$ cat config.mk
export PLATFORM = sky130hd
export DESIGN_NAME = sdmacTop
export DESIGN_NICKNAME = d
export VERILOG_FILES = /design/src/hdl/dmacBusPkg.sv /design/src/hdl/dmacRegPkg.sv /design/src/hdl/dmacRegisters.sv /design/src/hdl/byteFifo.sv /design/src/hdl/scsiPortSm.sv /design/src/hdl/memBusMaster.sv /design/src/hdl/sdmacTop.sv
export SDC_FILE = /design/constraint.sdc
export NUM_CORES = 1
export LEC_CHECK = 0
export BUFFER_PORTS_ARGS = -buffer_cell sky130_fd_sc_hd__buf_2
export CORE_ASPECT_RATIO = 0.75
export CORE_MARGIN = 4
export CORE_UTILIZATION = 25
export DETAILED_ROUTE_END_ITERATION = 8
export MAX_ROUTING_LAYER = met4
export PLACE_DENSITY_LB_ADDON = 0.05
export SETUP_SLACK_MARGIN = 0.1
export SLEW_MARGIN = 10
export SYNTH_ARGS = -nofsm -noshare
export SYNTH_HDL_FRONTEND = slang
export SYNTH_HIERARCHICAL = 1
export SYNTH_SLANG_ARGS = --single-unit
$ cat constraint.sdc
create_clock -name QnCPUCLK -period 5.8 [get_ports QnCPUCLK]
set_input_delay 1.45 -clock QnCPUCLK [delete_from_list [all_inputs] [get_ports QnCPUCLK]]
set_output_delay 1.45 -clock QnCPUCLK [all_outputs]
set_load 0.05 [all_outputs]
$ cat src/hdl/dmacBusPkg.sv
// Wishbone bus types

package dmacBusPkg;

    // One classic cycle request, held stable by the master until ack
    typedef struct packed {
        logic        cyc;
        logic        stb;
        logic        we;
        logic [31:0] adr;
        logic [31:0] dat;
        logic [3:0]  sel;
    } wbReq_t;

    // Slave answer, dat valid only with ack
    typedef struct packed {
        logic        ack;
        logic [31:0] dat;
    } wbRsp_t;

endpackage

$ cat src/hdl/dmacRegPkg.sv
// DMA controller register map

package dmacRegPkg;

    // Word offsets at slave address bits 5:2
    localparam logic [3:0] regCtrl   = 4'd0;
    localparam logic [3:0] regAddr   = 4'd1;
    localparam logic [3:0] regCount  = 4'd2;
    localparam logic [3:0] regStatus = 4'd3;

    localparam int scsiWindowBit = 6;  // Set selects the chip register window

    localparam int fifoWords   = 4;    // Depth in 32-bit words
    localparam int fifoPtrBits = $clog2(fifoWords);

    // dir 0 is chip to memory, dir 1 is memory to chip
    typedef struct packed {
        logic        dmaEn;
        logic        dir;
        logic        intEn;
        logic [31:0] baseAddr;
        logic [28:0] wordCount;
    } dmaCtrl_t;

endpackage

$ cat src/hdl/dmacRegisters.sv
// DMA control and status registers
`timescale 1ns/1ns

module dmacRegisters (
    input  logic                 QnCPUCLK,
    input  logic                 rstN_i,
    input  dmacBusPkg::wbReq_t   req_i,
    input  logic                 sel_i,
    output dmacBusPkg::wbRsp_t   rsp_o,
    input  logic                 dmaDone_i,
    input  logic                 dmaBusy_i,
    output dmacRegPkg::dmaCtrl_t ctrl_o,
    output logic                 intN_o
);
    import dmacRegPkg::*;

    dmaCtrl_t    ctrl;
    logic        doneFlag;
    logic        ackReg;
    logic [31:0] rdDat;
    logic        access;
    logic [3:0]  regSel;

    // Ack gating keeps a held strobe from being taken twice
    assign access = req_i.cyc & req_i.stb & sel_i & ~ackReg;
    assign regSel = req_i.adr[5:2];

    always_ff @(posedge QnCPUCLK or negedge rstN_i) begin
        if (!rstN_i) begin
            ackReg   <= 1'b0;
            doneFlag <= 1'b0;
            ctrl     <= '0;
        end else begin
            ackReg <= access;
            if (dmaDone_i) begin
                doneFlag   <= 1'b1;
                ctrl.dmaEn <= 1'b0;  // Transfer finished, stop the engine
            end
            if (access && req_i.we) begin
                case (regSel)
                    regCtrl: begin
                        ctrl.dmaEn <= req_i.dat[0];
                        ctrl.dir   <= req_i.dat[1];
                        ctrl.intEn <= req_i.dat[2];
                    end
                    regAddr:   ctrl.baseAddr  <= req_i.dat;
                    regCount:  ctrl.wordCount <= req_i.dat[28:0];
                    regStatus: begin
                        if (req_i.dat[1]) begin
                            doneFlag <= 1'b0;  // Write 1 to clear
                        end
                    end
                    default: ;
                endcase
            end
        end
    end

    // Read data sampled in the same edge that raises ack
    always_ff @(posedge QnCPUCLK) begin
        if (access) begin
            case (regSel)
                regCtrl:   rdDat <= {29'd0, ctrl.intEn, ctrl.dir, ctrl.dmaEn};
                regAddr:   rdDat <= ctrl.baseAddr;
                regCount:  rdDat <= {3'd0, ctrl.wordCount};
                regStatus: rdDat <= {30'd0, doneFlag, dmaBusy_i};
                default:   rdDat <= '0;
            endcase
        end
    end

    assign rsp_o.ack = ackReg;
    assign rsp_o.dat = rdDat;
    assign ctrl_o    = ctrl;
    assign intN_o    = ~(doneFlag & ctrl.intEn);  // Completion interrupt

endmodule

$ cat src/hdl/byteFifo.sv
// Byte packing word FIFO
`timescale 1ns/1ns

module byteFifo (
    input  logic        QnCPUCLK,
    input  logic        rstN_i,
    input  logic        wordPush_i,
    input  logic [31:0] wordIn_i,
    input  logic        wordPop_i,
    output logic [31:0] wordOut_o,
    input  logic        bytePush_i,
    input  logic [7:0]  byteIn_i,
    input  logic        bytePop_i,
    output logic [7:0]  byteOut_o,
    output logic        full_o,
    output logic        empty_o,
    input  logic        dmaStart_i
);
    import dmacRegPkg::*;

    logic [31:0]            mem [fifoWords];
    logic [fifoPtrBits:0]   wrPtr;  // Extra bit tells full from empty
    logic [fifoPtrBits:0]   rdPtr;
    logic [fifoPtrBits-1:0] wrIdx;
    logic [fifoPtrBits-1:0] rdIdx;
    logic [1:0]             byteOff;

    assign wrIdx = wrPtr[fifoPtrBits-1:0];
    assign rdIdx = rdPtr[fifoPtrBits-1:0];

    always_ff @(posedge QnCPUCLK or negedge rstN_i) begin
        if (!rstN_i) begin
            wrPtr   <= '0;
            rdPtr   <= '0;
            byteOff <= '0;
        end else if (dmaStart_i) begin
            wrPtr   <= '0;
            rdPtr   <= '0;
            byteOff <= '0;
        end else begin
            if (wordPush_i) wrPtr <= wrPtr + 1'b1;
            if (wordPop_i)  rdPtr <= rdPtr + 1'b1;
            // Offset wrap moves the word pointer of the byte side
            if (bytePush_i || bytePop_i) begin
                byteOff <= byteOff + 2'd1;
                if (byteOff == 2'd3) begin
                    if (bytePush_i) wrPtr <= wrPtr + 1'b1;
                    else            rdPtr <= rdPtr + 1'b1;
                end
            end
        end
    end

    always_ff @(posedge QnCPUCLK) begin
        if (wordPush_i) begin
            mem[wrIdx] <= wordIn_i;
        end else if (bytePush_i) begin
            mem[wrIdx][{byteOff, 3'b000} +: 8] <= byteIn_i;  // Offset 0 in bits 7:0
        end
    end

    assign wordOut_o = mem[rdIdx];
    assign byteOut_o = mem[rdIdx][{byteOff, 3'b000} +: 8];
    assign empty_o   = (wrPtr == rdPtr);
    assign full_o    = (wrIdx == rdIdx) && (wrPtr[fifoPtrBits] != rdPtr[fifoPtrBits]);

endmodule

$ cat src/hdl/scsiPortSm.sv
// SCSI chip port sequencer
`timescale 1ns/1ns

module scsiPortSm (
    input  logic                 QnCPUCLK,
    input  logic                 rstN_i,
    input  dmacBusPkg::wbReq_t   req_i,
    input  logic                 sel_i,
    output dmacBusPkg::wbRsp_t   rsp_o,
    input  dmacRegPkg::dmaCtrl_t ctrl_i,
    input  logic                 fifoFull_i,
    input  logic                 fifoEmpty_i,
    output logic                 bytePush_o,
    output logic [7:0]           byteIn_o,
    output logic                 bytePop_o,
    input  logic [7:0]           byteOut_i,
    input  logic                 dreqN_i,
    output logic                 dackN_o,
    output logic                 iorN_o,
    output logic                 iowN_o,
    output logic                 cssN_o,
    output logic [2:0]           scsiAdr_o,
    input  logic [7:0]           pdData_i,
    output logic [7:0]           pdData_o,
    output logic                 pdOe_o
);
    typedef enum logic [2:0] {
        sIdle,
        sCpuSetup,
        sCpuStrobe,
        sCpuRecov,
        sCpuAck,
        sDmaStrobe,
        sDmaRecov
    } state_t;

    state_t     state;
    logic       strobeCnt;  // High in the second strobe cycle
    logic       isWrite;
    logic [2:0] adrReg;
    logic [7:0] outByte;
    logic [7:0] rdByte;
    logic       cpuStart;
    logic       dmaRoom;
    logic       dmaStart;
    logic       strobeOn;

    // CPU wins only here, so it slips in between byte cycles
    assign cpuStart = (state == sIdle) && req_i.cyc && req_i.stb && sel_i;
    assign dmaRoom  = ctrl_i.dir ? !fifoEmpty_i : !fifoFull_i;
    assign dmaStart = (state == sIdle) && !cpuStart && !dreqN_i && ctrl_i.dmaEn && dmaRoom;

    always_ff @(posedge QnCPUCLK or negedge rstN_i) begin
        if (!rstN_i) begin
            state     <= sIdle;
            strobeCnt <= 1'b0;
            isWrite   <= 1'b0;
        end else begin
            case (state)
                sIdle: begin
                    strobeCnt <= 1'b0;
                    if (cpuStart) begin
                        state   <= sCpuSetup;
                        isWrite <= req_i.we;
                    end else if (dmaStart) begin
                        state   <= sDmaStrobe;
                        isWrite <= ctrl_i.dir;
                    end
                end
                sCpuSetup: state <= sCpuStrobe;
                sCpuStrobe: begin
                    strobeCnt <= ~strobeCnt;
                    if (strobeCnt) state <= sCpuRecov;
                end
                sCpuRecov: state <= sCpuAck;
                sCpuAck:   state <= sIdle;
                sDmaStrobe: begin
                    strobeCnt <= ~strobeCnt;
                    if (strobeCnt) state <= sDmaRecov;
                end
                sDmaRecov: state <= sIdle;
                default:   state <= sIdle;
            endcase
        end
    end

    always_ff @(posedge QnCPUCLK) begin
        if (cpuStart) begin
            adrReg  <= req_i.adr[4:2];
            outByte <= req_i.dat[7:0];
        end else if (dmaStart && ctrl_i.dir) begin
            outByte <= byteOut_i;  // Byte popped as the cycle starts
        end
        if (state == sCpuStrobe && strobeCnt && !isWrite) begin
            rdByte <= pdData_i;    // Chip data settled by the last strobe cycle
        end
    end

    assign strobeOn = (state == sCpuStrobe) || (state == sDmaStrobe);

    assign iorN_o    = ~(strobeOn & ~isWrite);
    assign iowN_o    = ~(strobeOn & isWrite);
    assign cssN_o    = ~((state == sCpuSetup) || (state == sCpuStrobe));
    assign dackN_o   = ~(state == sDmaStrobe);
    assign pdOe_o    = isWrite && ((state == sCpuSetup) || strobeOn);
    assign pdData_o  = outByte;
    assign scsiAdr_o = adrReg;

    assign bytePop_o  = dmaStart & ctrl_i.dir;
    assign bytePush_o = (state == sDmaStrobe) && strobeCnt && !isWrite;
    assign byteIn_o   = pdData_i;

    assign rsp_o.ack = (state == sCpuAck);
    assign rsp_o.dat = {24'd0, rdByte};

endmodule

$ cat src/hdl/memBusMaster.sv
// Wishbone memory master for DMA words
`timescale 1ns/1ns

module memBusMaster (
    input  logic                 QnCPUCLK,
    input  logic                 rstN_i,
    input  dmacRegPkg::dmaCtrl_t ctrl_i,
    output dmacBusPkg::wbReq_t   req_o,
    input  dmacBusPkg::wbRsp_t   rsp_i,
    input  logic                 fifoFull_i,
    input  logic                 fifoEmpty_i,
    output logic                 wordPush_o,
    output logic [31:0]          wordIn_o,
    output logic                 wordPop_o,
    input  logic [31:0]          wordOut_i,
    output logic                 dmaStart_o,
    output logic                 busy_o,
    output logic                 done_o
);
    typedef enum logic [1:0] {
        sIdle,
        sRun,
        sCycle
    } state_t;

    state_t      state;
    logic        enDly;
    logic [28:0] wordsLeft;
    logic [31:0] adrReg;
    logic [31:0] datReg;
    logic        weReg;
    logic        start;
    logic        finish;
    logic        issueWr;
    logic        issueRd;
    logic        wordAck;

    assign start   = ctrl_i.dmaEn & ~enDly;  // Rising edge of dmaEn
    assign finish  = (state == sRun) && (wordsLeft == '0) && fifoEmpty_i;
    assign issueWr = (state == sRun) && (wordsLeft != '0) && ctrl_i.dmaEn
                     && !ctrl_i.dir && !fifoEmpty_i;
    assign issueRd = (state == sRun) && (wordsLeft != '0) && ctrl_i.dmaEn
                     && ctrl_i.dir && !fifoFull_i;
    assign wordAck = (state == sCycle) && rsp_i.ack;

    always_ff @(posedge QnCPUCLK or negedge rstN_i) begin
        if (!rstN_i) begin
            state     <= sIdle;
            enDly     <= 1'b0;
            wordsLeft <= '0;
        end else begin
            enDly <= ctrl_i.dmaEn;
            case (state)
                sIdle: begin
                    if (start) begin
                        state     <= sRun;
                        wordsLeft <= ctrl_i.wordCount;
                    end
                end
                sRun: begin
                    if (finish || !ctrl_i.dmaEn) begin
                        state <= sIdle;  // Done, or stopped by the CPU
                    end else if (issueWr || issueRd) begin
                        state <= sCycle;
                    end
                end
                sCycle: begin
                    if (rsp_i.ack) begin
                        state     <= sRun;
                        wordsLeft <= wordsLeft - 29'd1;
                    end
                end
                default: state <= sIdle;
            endcase
        end
    end

    // Address, data and direction held for the whole bus cycle
    always_ff @(posedge QnCPUCLK) begin
        if (state == sIdle && start) begin
            adrReg <= ctrl_i.baseAddr;
        end else if (wordAck) begin
            adrReg <= adrReg + 32'd4;
        end
        if (issueWr || issueRd) begin
            weReg  <= issueWr;
            datReg <= wordOut_i;
        end
    end

    assign req_o.cyc = (state == sCycle);
    assign req_o.stb = (state == sCycle);
    assign req_o.we  = weReg;
    assign req_o.adr = adrReg;
    assign req_o.dat = datReg;
    assign req_o.sel = 4'hf;

    assign wordPush_o = wordAck & ~weReg;  // Read word enters FIFO on ack
    assign wordIn_o   = rsp_i.dat;
    assign wordPop_o  = wordAck & weReg;

    assign dmaStart_o = (state == sIdle) && start;
    assign busy_o     = (state != sIdle);
    assign done_o     = finish;

endmodule

$ cat src/hdl/sdmacTop.sv
// SCSI DMA controller top level
`timescale 1ns/1ns

module sdmacTop (
    input  logic               QnCPUCLK,
    input  logic               rstN_i,
    input  dmacBusPkg::wbReq_t cpuReq_i,
    output dmacBusPkg::wbRsp_t cpuRsp_o,
    output dmacBusPkg::wbReq_t memReq_o,
    input  dmacBusPkg::wbRsp_t memRsp_i,
    input  logic               dreqN_i,
    output logic               dackN_o,
    output logic               iorN_o,
    output logic               iowN_o,
    output logic               cssN_o,
    output logic [2:0]         scsiAdr_o,
    input  logic [7:0]         pdData_i,
    output logic [7:0]         pdData_o,
    output logic               pdOe_o,
    output logic               intN_o
);
    import dmacBusPkg::*;
    import dmacRegPkg::*;

    wbRsp_t      regRsp;
    wbRsp_t      scsiRsp;
    dmaCtrl_t    dmaCtrl;
    logic        scsiSel;
    logic        regSel;
    logic        dmaDone;
    logic        dmaBusy;
    logic        dmaStart;
    logic        fifoFull;
    logic        fifoEmpty;
    logic        wordPush;
    logic [31:0] wordIn;
    logic        wordPop;
    logic [31:0] wordOut;
    logic        bytePush;
    logic [7:0]  byteIn;
    logic        bytePop;
    logic [7:0]  byteOut;

    // Upper half of the slave window belongs to the chip
    assign scsiSel = cpuReq_i.adr[scsiWindowBit];
    assign regSel  = ~scsiSel;

    assign cpuRsp_o.ack = regRsp.ack | scsiRsp.ack;
    assign cpuRsp_o.dat = scsiRsp.ack ? scsiRsp.dat : regRsp.dat;

    dmacRegisters u_regs (
        .QnCPUCLK  (QnCPUCLK ),
        .rstN_i    (rstN_i   ),
        .req_i     (cpuReq_i ),
        .sel_i     (regSel   ),
        .rsp_o     (regRsp   ),
        .dmaDone_i (dmaDone  ),
        .dmaBusy_i (dmaBusy  ),
        .ctrl_o    (dmaCtrl  ),
        .intN_o    (intN_o   )
    );

    byteFifo u_fifo (
        .QnCPUCLK   (QnCPUCLK  ),
        .rstN_i     (rstN_i    ),
        .wordPush_i (wordPush  ),
        .wordIn_i   (wordIn    ),
        .wordPop_i  (wordPop   ),
        .wordOut_o  (wordOut   ),
        .bytePush_i (bytePush  ),
        .byteIn_i   (byteIn    ),
        .bytePop_i  (bytePop   ),
        .byteOut_o  (byteOut   ),
        .full_o     (fifoFull  ),
        .empty_o    (fifoEmpty ),
        .dmaStart_i (dmaStart  )
    );

    scsiPortSm u_scsiSm (
        .QnCPUCLK    (QnCPUCLK  ),
        .rstN_i      (rstN_i    ),
        .req_i       (cpuReq_i  ),
        .sel_i       (scsiSel   ),
        .rsp_o       (scsiRsp   ),
        .ctrl_i      (dmaCtrl   ),
        .fifoFull_i  (fifoFull  ),
        .fifoEmpty_i (fifoEmpty ),
        .bytePush_o  (bytePush  ),
        .byteIn_o    (byteIn    ),
        .bytePop_o   (bytePop   ),
        .byteOut_i   (byteOut   ),
        .dreqN_i     (dreqN_i   ),
        .dackN_o     (dackN_o   ),
        .iorN_o      (iorN_o    ),
        .iowN_o      (iowN_o    ),
        .cssN_o      (cssN_o    ),
        .scsiAdr_o   (scsiAdr_o ),
        .pdData_i    (pdData_i  ),
        .pdData_o    (pdData_o  ),
        .pdOe_o      (pdOe_o    )
    );

    memBusMaster u_memMaster (
        .QnCPUCLK    (QnCPUCLK  ),
        .rstN_i      (rstN_i    ),
        .ctrl_i      (dmaCtrl   ),
        .req_o       (memReq_o  ),
        .rsp_i       (memRsp_i  ),
        .fifoFull_i  (fifoFull  ),
        .fifoEmpty_i (fifoEmpty ),
        .wordPush_o  (wordPush  ),
        .wordIn_o    (wordIn    ),
        .wordPop_o   (wordPop   ),
        .wordOut_i   (wordOut   ),
        .dmaStart_o  (dmaStart  ),
        .busy_o      (dmaBusy   ),
        .done_o      (dmaDone   )
    );

endmodule

### Word level (Yosys, flattened, before mapping)

Memory sizes are Yosys's and may differ from the RTL's.
Index checks and enable logic that the tools add are counted.

* register bits: 227
* bits in writable memories: 128
* input bits: 115
* output and inout bits: 121
* logic and storage cells: 246
* memories: 1

* $add $sub $neg: 6
* equal/unequal tests: 20
* shift operators: 3
* mux-type cells: 81
* bitwise operators: 54
* reduce and logical (&&, ||, !) cells: 58

Memories
* u_fifo.mem: depth 4, width 32, rd ports 1, clocked after Yosys merged registers in 0, write ports 1, line byteFifo.sv:21 `logic [31:0] mem [fifoWords];`

Operators by type and width (count)
* 32-bit 2-to-1 mux: 5
* 32-bit case mux with 4 select lines: 1
* 29-bit 2-to-1 mux: 3
* 64-bit 2-to-1 mux: 1
* 29-bit case mux with 2 select lines: 1
* 3-bit 2-to-1 mux: 15
* 1-bit 2-to-1 mux: 44
* 1-bit bitwise OR: 33
* 32-bit by 3-bit adder with 32-bit output, second input constant: 1
* 8-bit by 7-bit variable shift with 32-bit output, first input constant: 1
* 32-bit by 6-bit indexed part select with 8-bit output: 1
* 8-bit by 7-bit indexed part select with 32-bit output: 1
* 29-bit logical NOT: 1
* 29-bit nonzero test: 1
* 29-bit by 1-bit subtractor with 29-bit output, second input constant: 1
* 1-bit logical AND: 25
* 8-bit 2-to-1 mux: 2
* 3-bit case mux with 5 select lines: 1
* 2-bit nonzero test: 7
* 2-bit 2-to-1 mux: 6
* 1-bit inverter: 11
* 1-bit bitwise AND: 10
* 3-bit AND reduction: 3
* 4-bit by 2-bit == test with 1-bit output, second input constant: 2
* other kinds (24): 45

### Depth between registers and ports, before layout

Gate-level depths: netlist (run 1).

* depth in word-level cells: 13
* mapped depth: 12
* depth with buffers taken out: 10

### Cells and area by module

The synthesis (run 1) kept the hierarchy.

Modules (own cells, without submodules)
* byteFifo: times used 1, cells each 316, area an instance 5933.2 um^2
* memBusMaster: times used 1, cells each 510, area an instance 5149.9 um^2
* dmacRegisters: times used 1, cells each 227, area an instance 3895.0 um^2
* scsiPortSm: times used 1, cells each 115, area an instance 1380.1 um^2
* sdmacTop: times used 1, cells each 38, area an instance 550.5 um^2

### Worst setup path before layout (run 1)

Ideal clock, no wire load.

* path type: reg-to-reg
* from: reg u_memMaster.wordsLeft[0]
* to: reg u_memMaster.datReg[0], read port of u_fifo.mem, enable pin
* library setup time: 0.473 ns
* data arrival time: 3.946 ns
* data required time: 5.327 ns
* path slack: 1.380 ns
* cell stages (with the launch flop): 8
* period minus slack after synthesis: 4.420 ns
* path through: dfrtp_1 inv_1 ha_1 or3b_2 clkbuf_1 nor4_1 and3_1 nor3b_1

* cells in the longest elaborated chain, start to end: 6

RTL lines
* start, declared: line memBusMaster.sv:28 `logic [28:0] wordsLeft;`
* start signal, assigned: line memBusMaster.sv:57 `wordsLeft <= ctrl_i.wordCount;`
* start signal, assigned: line memBusMaster.sv:70 `wordsLeft <= wordsLeft - 29'd1;`
* 29-bit nonzero test *: line memBusMaster.sv:40, memBusMaster.sv:42
* 1-bit logical AND * (2 in a row): line memBusMaster.sv:40, memBusMaster.sv:42
* 1-bit logical AND, on equally long branches (2 in a row): line memBusMaster.sv:41, memBusMaster.sv:43
* 1-bit logical OR *: line memBusMaster.sv:85 `if (issueWr || issueRd) begin`
* end, declared: line memBusMaster.sv:30 `logic [31:0] datReg;`

Every way passes the cells marked *; elsewhere a longest branch is shown, timed or not.
A chain may end at the register's enable or synchronous reset.

==> out/qor.yml, run 1 <==
floorplanning:
  coreArea_um2: 66900
  dieArea_um2: 71900
  die_w_um: 308
  die_h_um: 233
  placement_rows: 82
  start_util: 0.253
  num_io_pins: 236
global_route:
  grt_overflow: 0
  antenna_found_initial: 6
  grt_usage: 0.156
  grt_pass1_vias: 10600
  grt_max_degree: 62
  grt_pass1_wl_mm: 78.6
logic_synthesis:
  synth_area_um2: 16900
  avgSynthCellArea_um2: 14.0
  synth-compound-area-share: 0.0828
  synth_top_family_by_area: "multiplexers"
  yosys.area_share.simple: 0.101
  synth-main-ff-cell: "edfxtp_1"
  syn_inst: 1206
  async_reset_ff_frac: 0.313
  synth_edf_count: 244
  synthMuxAreaShare: 0.133
  synth_xor_area_frac: 0.0192
  ys_types: 72
  synthAdderAreaFrac: 0.00962
  yosysSeqAreaShare: 0.598
  ys_ff_latch: 355
  ys_warn_count: 6
cts:
  htree_levels: 2
  cts_made_buffers: 43
  cts_setup_buffers: 0
  ctsRootBufferMaster: "clkbuf_16"
  clk_latency_ns: 0.58
  clk_pin_slew_ns: 0.06
  ctsLongestPathBuffers: 3
  ctsHoldBuffers: 0
  numClockSinks: 355
  post_cts_resized: 0
  cts_tree: "done"
layout:
  area_delta_synth_final_pct: 17.0
  layout-drive-gt1-share: 0.314
  nets: 1494
timing:
  fin_crit_ns: 4.04
  skew_ns: 0.0254
  rsz0062_at_grt: "no"
  finalSetupTns_ns: 0
  maxSlewViolCount: 0
  min_period_over_period: 0.697
  setup_viol: 0
  fmax_mhz: 248
  final.setup.worst_slack_ns: 1.76
  worst_slew_pin_slew_ns: 1.20
  slew_headroom: 0.190
  final_hold_viol_count: 0
place:
  dp_slack_ns: 1.98
  portBuffers: 200
  gp_congestion: 0.748
  place_hpwl_mm: 39.3
route:
  routed_via_density: 4.65
  wl_per_cell_um: 24.3
  ant_nets: 0
  drc_errors: 0
  drtIter0Drc: 716
  wl_mm: 55.4
  dr.pass1.iters: 5
  vias: 10600
critical_path:
  path_delay_family: "buffers and inverters"
  critical-path-slowest-cell: "dfrtp_1"
  r2r_slack_ns: 2.17
  critPathBufInv: 2
  critPathLaunchType: "flip-flop"
  path_max_fanout: 21
  crit_type: "reg2out"
  max_stage_delay_ns: 0.58
  end_kind: "primary output"
  path_cells: "nor3b_2 -> buf_4 -> mux2_2 -> buf_2"
  required_ns: 4.35
  worstPathArrival_ns: 2.59
run:
  maxCapViolations: 0
min_path:
  min_path_type: "reg2reg"
pwr:
  vdd_ir_drop_max_mv: 0.182
  power.density_nw_per_um2: 358
  p_leak_nw: 7.51
run_status:
  outcome: "completed"
[flip-flops by register name, summed over array words and instances, names as in the netlist, 2 cells and up]
name	cells
u_scsiSm/rdByte	8
u_fifo/rdPtr	3
u_scsiSm/pdData_o	8
u_memMaster/adrReg	32
u_memMaster/wordsLeft	29
u_fifo/byteOff	2
u_regs/ctrl_o	64
u_scsiSm/state	3
u_scsiSm/scsiAdr_o	3
u_fifo/mem	128
u_memMaster/state	2
u_fifo/wrPtr	3
u_memMaster/datReg	32
u_regs/rdDat	32
[cell usage in the layout (no fill, tap or decap), types with 10 or more instances in the layout]
cell,count
buf_4,17
conb_1,28
xnor2_1,21
and2_1,14
a21oi_1,43
nor4_1,10
nor2b_1,25
o21ai_0,58
inv_1,16
edfxtp_1,244
a22oi_1,17
a22o_1,58
mux2_4,47
buf_2,199
clkbuf_1,14
nand3_1,22
mux2_2,60
nand4_1,13
xor2_1,16
mux4_2,27
nor2_1,48
clkbuf_16,44
ha_1,13
nor3_1,20
dfrtp_1,110
nand2_1,74
[per-layer routing]
metal	share of wire	up-vias	global-route usage
met5	0	-	-
met3	0.040	58	0.0229
met1	0.54	5471	0.248
li1	-	4836	-
met4	0.014	0	0.0307
met2	0.40	258	0.207
[metrics by stage]
stage	hold WS, ns	util	cells	cell area [µm²]	power [W]
4_1_cts	0.535	0.296	2282	19800	0.00720
3_5_place_dp	0.521	0.275	2203	18400	0.00447
6_report	0.531	0.296	2285	19800	0.00708
2_1_floorplan	0.431	-	1232	17000	0.00409
3_3_place_gp	0.515	0.275	2203	18400	0.00446
5_1_grt	0.550	0.296	2283	19800	0.00745
[cells in the mapped netlist, types with 13 or more instances]
cell type	instances	share of area
inv_1	17	0.0038
mux4_2	27	0.036
nor2_1	48	0.011
nor3_1	20	0.0059
ha_1	13	0.0096
a21oi_1	43	0.013
o21ai_0	58	0.017
nand3_1	23	0.0068
nand2_1	74	0.016
mux2_2	60	0.040
and2_1	14	0.0052
clkbuf_1	29	0.0064
a22oi_1	17	0.0075
a22o_1	58	0.030
xor2_1	16	0.0083
edfxtp_1	244	0.43
nor2b_1	25	0.0092
nand4_1	13	0.0048
dfrtp_1	111	0.16
xnor2_1	21	0.011
buf_4	72	0.032
mux2_4	47	0.042
[layout make-up]
class	count	area (µm²)
Inverter	17	63.8
Sequential cell	355	10100
Clock buffer	64	1240
Clock inverter	15	141
Fill cell	6823	47100
Multi-Input combinational cell	732	5980
Timing Repair Buffer	217	1140
Tap cell	882	1100
Antenna cell	3	7.51
[final timing paths]
| check | from | to | cells after the start |
|---|---|---|---|
| worst min register to register | u_memMaster/wordsLeft[17] | u_memMaster/wordsLeft[17] | 1 |
| worst max register to register | u_fifo/rdPtr[1] | u_fifo/rdPtr[2] | 10 |
| min in group asynchronous | rstN_i | u_regs/ctrl_o[60] | 1 |
| worst max-delay path | u_scsiSm/state[2] | cpuRsp_o[0] | 4 |
| max in group asynchronous | rstN_i | u_regs/ctrl_o[36] | 2 |
| worst min-delay path | u_memMaster/wordsLeft[17] | u_memMaster/wordsLeft[17] | 1 |
[power breakdown]
| group | leakage (nW) | switching (W) | internal [W] | total (W) |
|---|---|---|---|---|
| registers | 3.69 | 0.000240 | 0.00291 | 0.00315 |
| clock network | 0.672 | 0.00110 | 0.00157 | 0.00267 |
| logic | 3.15 | 0.000825 | 0.000437 | 0.00126 |
[logic make-up after synthesis]
family | count (synthesis)
AO/OA/AOI/OAI | 209
XOR/XNOR | 37
adder cells (fa/ha/maj) | 13
buffers and inverters | 145
flip-flops | 355
multiplexers | 148
other | 2
AND/OR/NAND/NOR | 297
Power figures use the tool's default switching activity.
==> run 2: changes to the inputs <==
clock period = 3.75 ns   (was 5.8 ns; I/O delays follow)
==> out/qor.yml, run 2 (synthesis results as in run 1) <==
run_status:
  outcome: "completed"  # unchanged
timing:
  whs_ns: 0.374  # was 0.531 ns
  rsz0062_at_grt: "no"  # unchanged
  fin_crit_ns: 3.46
  final_hold_viol_count: 0  # unchanged
  min_period_over_period: 0.923
  slew_headroom: 0.254  # was 0.190
  worst_slew_pin_slew_ns: 1.12  # was 1.20 ns
  skew_ns: 0.0266  # was 0.0254 ns
  maxSlewViolCount: 0  # unchanged
  setup_viol: 0  # unchanged
  finalSetupTns_ns: 0  # unchanged
  fmax_mhz: 289
floorplanning:
  start_util: 0.253  # unchanged
  dieArea_um2: 71900  # unchanged
  die_h_um: 233  # unchanged
  die_w_um: 308  # unchanged
  coreArea_um2: 66900  # unchanged
  num_io_pins: 236  # unchanged
  placement_rows: 82  # unchanged
cts:
  clk_pin_slew_ns: 0.06  # about the same
  clk_latency_ns: 0.57  # was 0.58 ns
  ctsLongestPathBuffers: 3  # unchanged
  cts_made_buffers: 44  # was 43
  post_cts_resized: 0  # unchanged
  htree_levels: 2  # unchanged
  ctsHoldBuffers: 0  # unchanged
  cts_setup_buffers: 0  # unchanged
  ctsRootBufferMaster: "clkbuf_16"  # unchanged
  numClockSinks: 355  # unchanged
  cts_tree: "done"  # unchanged
route:
  wl_per_cell_um: 23.4  # was 24.3 µm
  dr.pass1.iters: 5  # unchanged
  ant_nets: 0  # unchanged
  drc_errors: 0  # unchanged
  drtIter0Drc: 637  # was 716
  routed_via_density: 4.61  # was 4.65
  wl_mm: 53.8  # was 55.4 mm
  vias: 10600  # about the same
place:
  place_hpwl_mm: 38.5  # was 39.3 mm
  placed_cell_area_um2: 18600  # was 18400 µm²
  portBuffers: 200  # unchanged
  gp_congestion: 0.763  # was 0.748
layout:
  design_area_um2: 20000  # was 19800 µm²
  postLayoutCoreUtil: 0.299  # was 0.296
  nets: 1510  # was 1494
  largest_register: "u_fifo/mem"  # unchanged
  n_fill_cell: 6852  # was 6823
  largest_reg_flops: 128  # unchanged
  layout_common_cells: "edfxtp_1, buf_2, dfrtp_1"  # unchanged
  layout-drive-gt1-share: 0.321  # was 0.314
  area_delta_synth_final_pct: 18.2  # was 17.0%
  final_common_cell: "edfxtp_1"  # unchanged
critical_path:
  worstPathArrival_ns: 2.52  # was 2.59 ns
  rr_worst_depth: 7  # was 10
  path_max_fanout: 20  # was 21
  path_delay_family: "buffers and inverters"  # unchanged
  r2r-start: "u_scsiSm/state[0]"  # was u_fifo/rdPtr[1]
  r2r_end: "u_fifo/mem[2][2]"  # was u_fifo/rdPtr[2]
  critical-path-slowest-cell: "dfrtp_1"  # unchanged
  required_ns: 2.81  # was 4.35 ns
  path_cells: "nor3b_2 -> buf_4 -> mux2_4 -> buf_2"  # was nor3b_2 -> buf_4 -> mux2_2 -> buf_2
  critPathBufInv: 2  # unchanged
  crit_type: "reg2out"  # unchanged
  r2r_slack_ns: 0.61  # was 2.17 ns
  cp.depth: 4  # unchanged
  max_stage_delay_ns: 0.57  # was 0.58 ns
  critPathLaunchType: "flip-flop"  # unchanged
  end_kind: "primary output"  # unchanged
pwr:
  vdd_ir_drop_max_mv: 0.271  # was 0.182 mV
  p_leak_nw: 7.61  # was 7.51 nW
  power.density_nw_per_um2: 554  # was 358 nW/µm²
min_path:
  min_path_type: "in2async"  # was reg2reg
global_route:
  antenna_found_initial: 4  # was 6
  grt_pass1_vias: 10900  # was 10600
  grt_overflow: 0  # unchanged
  busiest_layer: "met1"  # unchanged
  grt.met2_usage: 0.209  # was 0.207
  grt_usage: 0.153  # was 0.156
  grt_pass1_wl_mm: 77.6  # was 78.6 mm
  grt_max_degree: 59  # was 62
  grt_util_met1: 0.232  # was 0.248
  grt_use_met3: 0.0270  # was 0.0229
run:
  maxCapViolations: 0  # unchanged
[run 2: per-layer routing]
| metal | share of wire | vias up | wire length [µm] |
|---|---|---|---|
| met2 | 0.41 | 216 | 22100 |
| met4 | 0.018 | 0 | 961 |
| met3 | 0.044 | 63 | 2370 |
| met5 | 0 | - | 0 |
| met1 | 0.53 | 5465 | 28400 |
| li1 | - | 4862 | - |
[run 2: area by class of cell]
cell class | instances | area (µm²) | share of cell area
Sequential cell | 355 | 10100 | 0.506
Multi-Input combinational cell | 732 | 5980 | 0.299
Timing Repair Buffer | 232 | 1310 | 0.0654
Clock buffer | 59 | 1220 | 0.0610
Tap cell | 882 | 1100 | 0.0552
Clock inverter | 23 | 194 | 0.00971
Inverter | 17 | 63.8 | 0.00319
Antenna cell | 2 | 5.00 | 0.000250
[run 2: worst max path at each step]
stage	start	to	slack, ns
after floorplan	u_memMaster/wordsLeft[0]	u_memMaster/datReg[0]	0.51
after global placement	memRsp_i[32]	u_fifo/mem[2][29]	0.60
after detailed placement	memRsp_i[32]	u_fifo/mem[3][7]	0.61
after CTS	u_scsiSm/state[2]	cpuRsp_o[4]	0.21
after global routing	u_scsiSm/state[2]	cpuRsp_o[4]	0.14
final	u_scsiSm/state[2]	cpuRsp_o[6]	0.29
[run 2: power breakdown]
| part | internal, W | total [W] | switching [W] |
|---|---|---|---|
| Sequential | 0.00451 | 0.00487 | 0.000360 |
| Clock | 0.00249 | 0.00420 | 0.00172 |
| Combinational | 0.000710 | 0.00200 | 0.00129 |
[run 2: stage by stage]
step / power [W] / setup slack, ns / std cells
finish: 0.0111 / 0.289 / 2302
global route: 0.0116 / 0.143 / 2301
CTS: 0.0113 / 0.212 / 2300
detailed placement: 0.00696 / 0.607 / 2218
global placement: 0.00695 / 0.602 / 2218
floorplan: 0.00632 / 0.510 / 1232
==> run 3: changes to the inputs <==
CORE_UTILIZATION = 58   (was 25)
CTS_CLUSTER_DIAMETER = 30   (was default)
REMOVE_ABC_BUFFERS = 1   (was default)
==> out/qor.yml, run 3 (synthesis results as in run 1) <==
cts:
  clk_pin_slew_ns: 0.06  # about the same
  ctsRootBufferMaster: "clkbuf_16"  # unchanged
  cts_made_buffers: 58  # was 44
  clk_latency_ns: 0.58  # was 0.57 ns
  cts_setup_buffers: 0  # unchanged
  cts_tree: "done"  # unchanged
  ctsHoldBuffers: 0  # unchanged
  ctsLongestPathBuffers: 3  # unchanged
  numClockSinks: 355  # unchanged
  post_cts_resized: 0  # unchanged
  htree_levels: 2  # unchanged
critical_path:
  r2r_end: "u_fifo/mem[1][2]"  # was u_fifo/mem[2][2]
  path_cells: "nor3b_2 -> buf_4 -> mux2_2 -> buf_2"  # was nor3b_2 -> buf_4 -> mux2_4 -> buf_2
  cp.depth: 4  # unchanged
  max_stage_delay_ns: 0.56  # was 0.57 ns
  crit_type: "reg2out"  # unchanged
  path_delay_family: "buffers and inverters"  # unchanged
  path_max_fanout: 18  # was 20
  rr_worst_depth: 7  # unchanged
  critical-path-slowest-cell: "dfrtp_1"  # unchanged
  r2r-start: "u_scsiSm/state[0]"  # unchanged
  critPathBufInv: 2  # unchanged
  worstPathArrival_ns: 2.44  # was 2.52 ns
  required_ns: 2.81  # about the same
  r2r_slack_ns: 0.96  # was 0.61 ns
  end_kind: "primary output"  # unchanged
  critPathLaunchType: "flip-flop"  # unchanged
place:
  place_inst: 1726  # was 2218
  gp_congestion: 0.916  # was 0.763
  portBuffers: 200  # unchanged
  place_hpwl_mm: 29.2  # was 38.5 mm
timing:
  slew_headroom: 0.362  # was 0.254
  rsz0062_at_grt: "no"  # unchanged
  fin_crit_ns: 3.38  # was 3.46 ns
  final_hold_viol_count: 0  # unchanged
  finalSetupTns_ns: 0  # unchanged
  worst_slew_pin_slew_ns: 0.953  # was 1.12 ns
  fmax_mhz: 296  # was 289 MHz
  setup_viol: 0  # unchanged
  min_period_over_period: 0.902  # was 0.923
  maxSlewViolCount: 0  # unchanged
  skew_ns: 0.0228  # was 0.0266 ns
floorplanning:
  num_io_pins: 236  # unchanged
  placement_rows: 53  # was 82
  die_w_um: 205  # was 308 µm
  die_h_um: 156  # was 233 µm
  coreArea_um2: 28400  # was 66900 µm²
  start_util: 0.596  # was 0.253
  dieArea_um2: 32000  # was 71900 µm²
run_status:
  outcome: "completed"  # unchanged
route:
  vias: 11000  # was 10600
  ant_nets: 0  # unchanged
  drtIter0Drc: 1073  # was 637
  dr.pass1.iters: 5  # unchanged
  wl_mm: 42.1  # was 53.8 mm
  wl_per_cell_um: 22.9  # was 23.4 µm
  routed_via_density: 6.00  # was 4.61
  drc_errors: 0  # unchanged
layout:
  nets: 1529  # was 1510
  multi_input_area_um2: 5980  # about the same
  n_fill_cell: 1955  # was 6852
  area_delta_synth_final_pct: 17.9  # was 18.2%
  seqCellArea_um2: 10100  # unchanged
  largest_reg_flops: 128  # unchanged
  layout_common_cells: "edfxtp_1, buf_2, dfrtp_1"  # unchanged
  final_common_cell: "edfxtp_1"  # unchanged
  largest_register: "u_fifo/mem"  # unchanged
  layout-drive-gt1-share: 0.343  # was 0.321
  fin_cells: 1838  # was 2302
pwr:
  p_sw_w: 0.00347  # was 0.00337 W
  p_leak_nw: 7.90  # was 7.61 nW
  sw_frac_of_total: 0.287  # was 0.304
  intPower_w: 0.00862  # was 0.00770 W
  p_seq_frac: 0.401  # was 0.439
  power.density_nw_per_um2: 606  # was 554 nW/µm²
  clkPwrFrac: 0.440  # was 0.380
  vdd_ir_drop_max_mv: 0.429  # was 0.271 mV
  p_comb_frac: 0.159  # was 0.181
global_route:
  grt_overflow: 0  # unchanged
  grt_max_degree: 56  # was 59
  grt_pass1_vias: 10700  # was 10900
  grt_pass1_wl_mm: 63.9  # was 77.6 mm
  antenna_found_initial: 3  # was 4
  grt_usage: 0.271  # was 0.153
run:
  maxCapViolations: 0  # unchanged
min_path:
  min_path_type: "in2async"  # unchanged
[run 3: cell count changes in the layout (fill, tap and decap cells not counted), moves of 2 or more]
cell        before  now
clkbuf_8         2    5
inv_6            0    7
buf_4           28   37
clkbuf_16       46   59
buf_12           5    1
clkbuf_1        11    9
clkinv_1        10    2
clkinv_4         0    3
bufinv_16        3    6
clkinvlp_4       2    9
[run 3: metrics by stage]
stage | area, µm² | setup slack [ns] | utilization | hold WS [ns] | total power (W)
after floorplan | 16100 | -2.22 | - | 0.431 | 0.00621
after global placement | 17900 | 0.745 | 0.632 | 0.494 | 0.00675
after detailed placement | 17900 | 0.714 | 0.632 | 0.509 | 0.00680
after CTS | 19900 | 0.343 | 0.702 | 0.449 | 0.0121
after global routing | 19900 | 0.241 | 0.702 | 0.479 | 0.0125
final | 19900 | 0.368 | 0.702 | 0.430 | 0.0121
[run 3: power groups by stage]
stage / sequential, W / combinational [W] / clock, W
after detailed placement: 0.00491 / 0.00189 / 0
after global routing: 0.00489 / 0.00206 / 0.00560
final: 0.00485 / 0.00192 / 0.00532
after floorplan: 0.00492 / 0.00129 / 0
after CTS: 0.00484 / 0.00191 / 0.00539
after global placement: 0.00489 / 0.00186 / 0
[run 3: worst max-delay path by stage]
| stage | start | end | slack [ns] |
|---|---|---|---|
| after floorplan | u_scsiSm/state[2] | cpuRsp_o[0] | -2.22 |
| after global placement | memRsp_i[32] | u_fifo/mem[0][6] | 0.74 |
| after detailed placement | memRsp_i[32] | u_fifo/mem[0][2] | 0.71 |
| after CTS | u_scsiSm/state[2] | cpuRsp_o[29] | 0.34 |
| after global routing | u_scsiSm/state[2] | cpuRsp_o[29] | 0.24 |
| final | u_scsiSm/state[2] | cpuRsp_o[29] | 0.37 |
[run 3: final cells by class]
class                           instances  area share
Antenna cell                            2    0.000251
Clock buffer                           73      0.0792
Clock inverter                         37      0.0212
Inverter                               17     0.00320
Multi-Input combinational cell        732       0.300
Sequential cell                       355       0.507
Tap cell                              385      0.0242
Timing Repair Buffer                  237      0.0649
[run 3: worst reg2reg max path: stages (launching register included)]
cell	delay, ns
dfrtp_1	0.61
nand3b_1	0.24
nor2_1	0.20
buf_4	0.20
and2b_1	0.32
nand2_4	0.17
nor4b_4	0.62
a22o_1	0.30
[run 3: metal layers]
metal | GRT usage | routed length (µm) | vias up
met2 | 0.365 | 18100 | 518
met5 | - | 0 | -
met1 | 0.421 | 19400 | 5555
li1 | - | - | 4911
met4 | 0.0542 | 472 | 0
met3 | 0.0686 | 4220 | 42
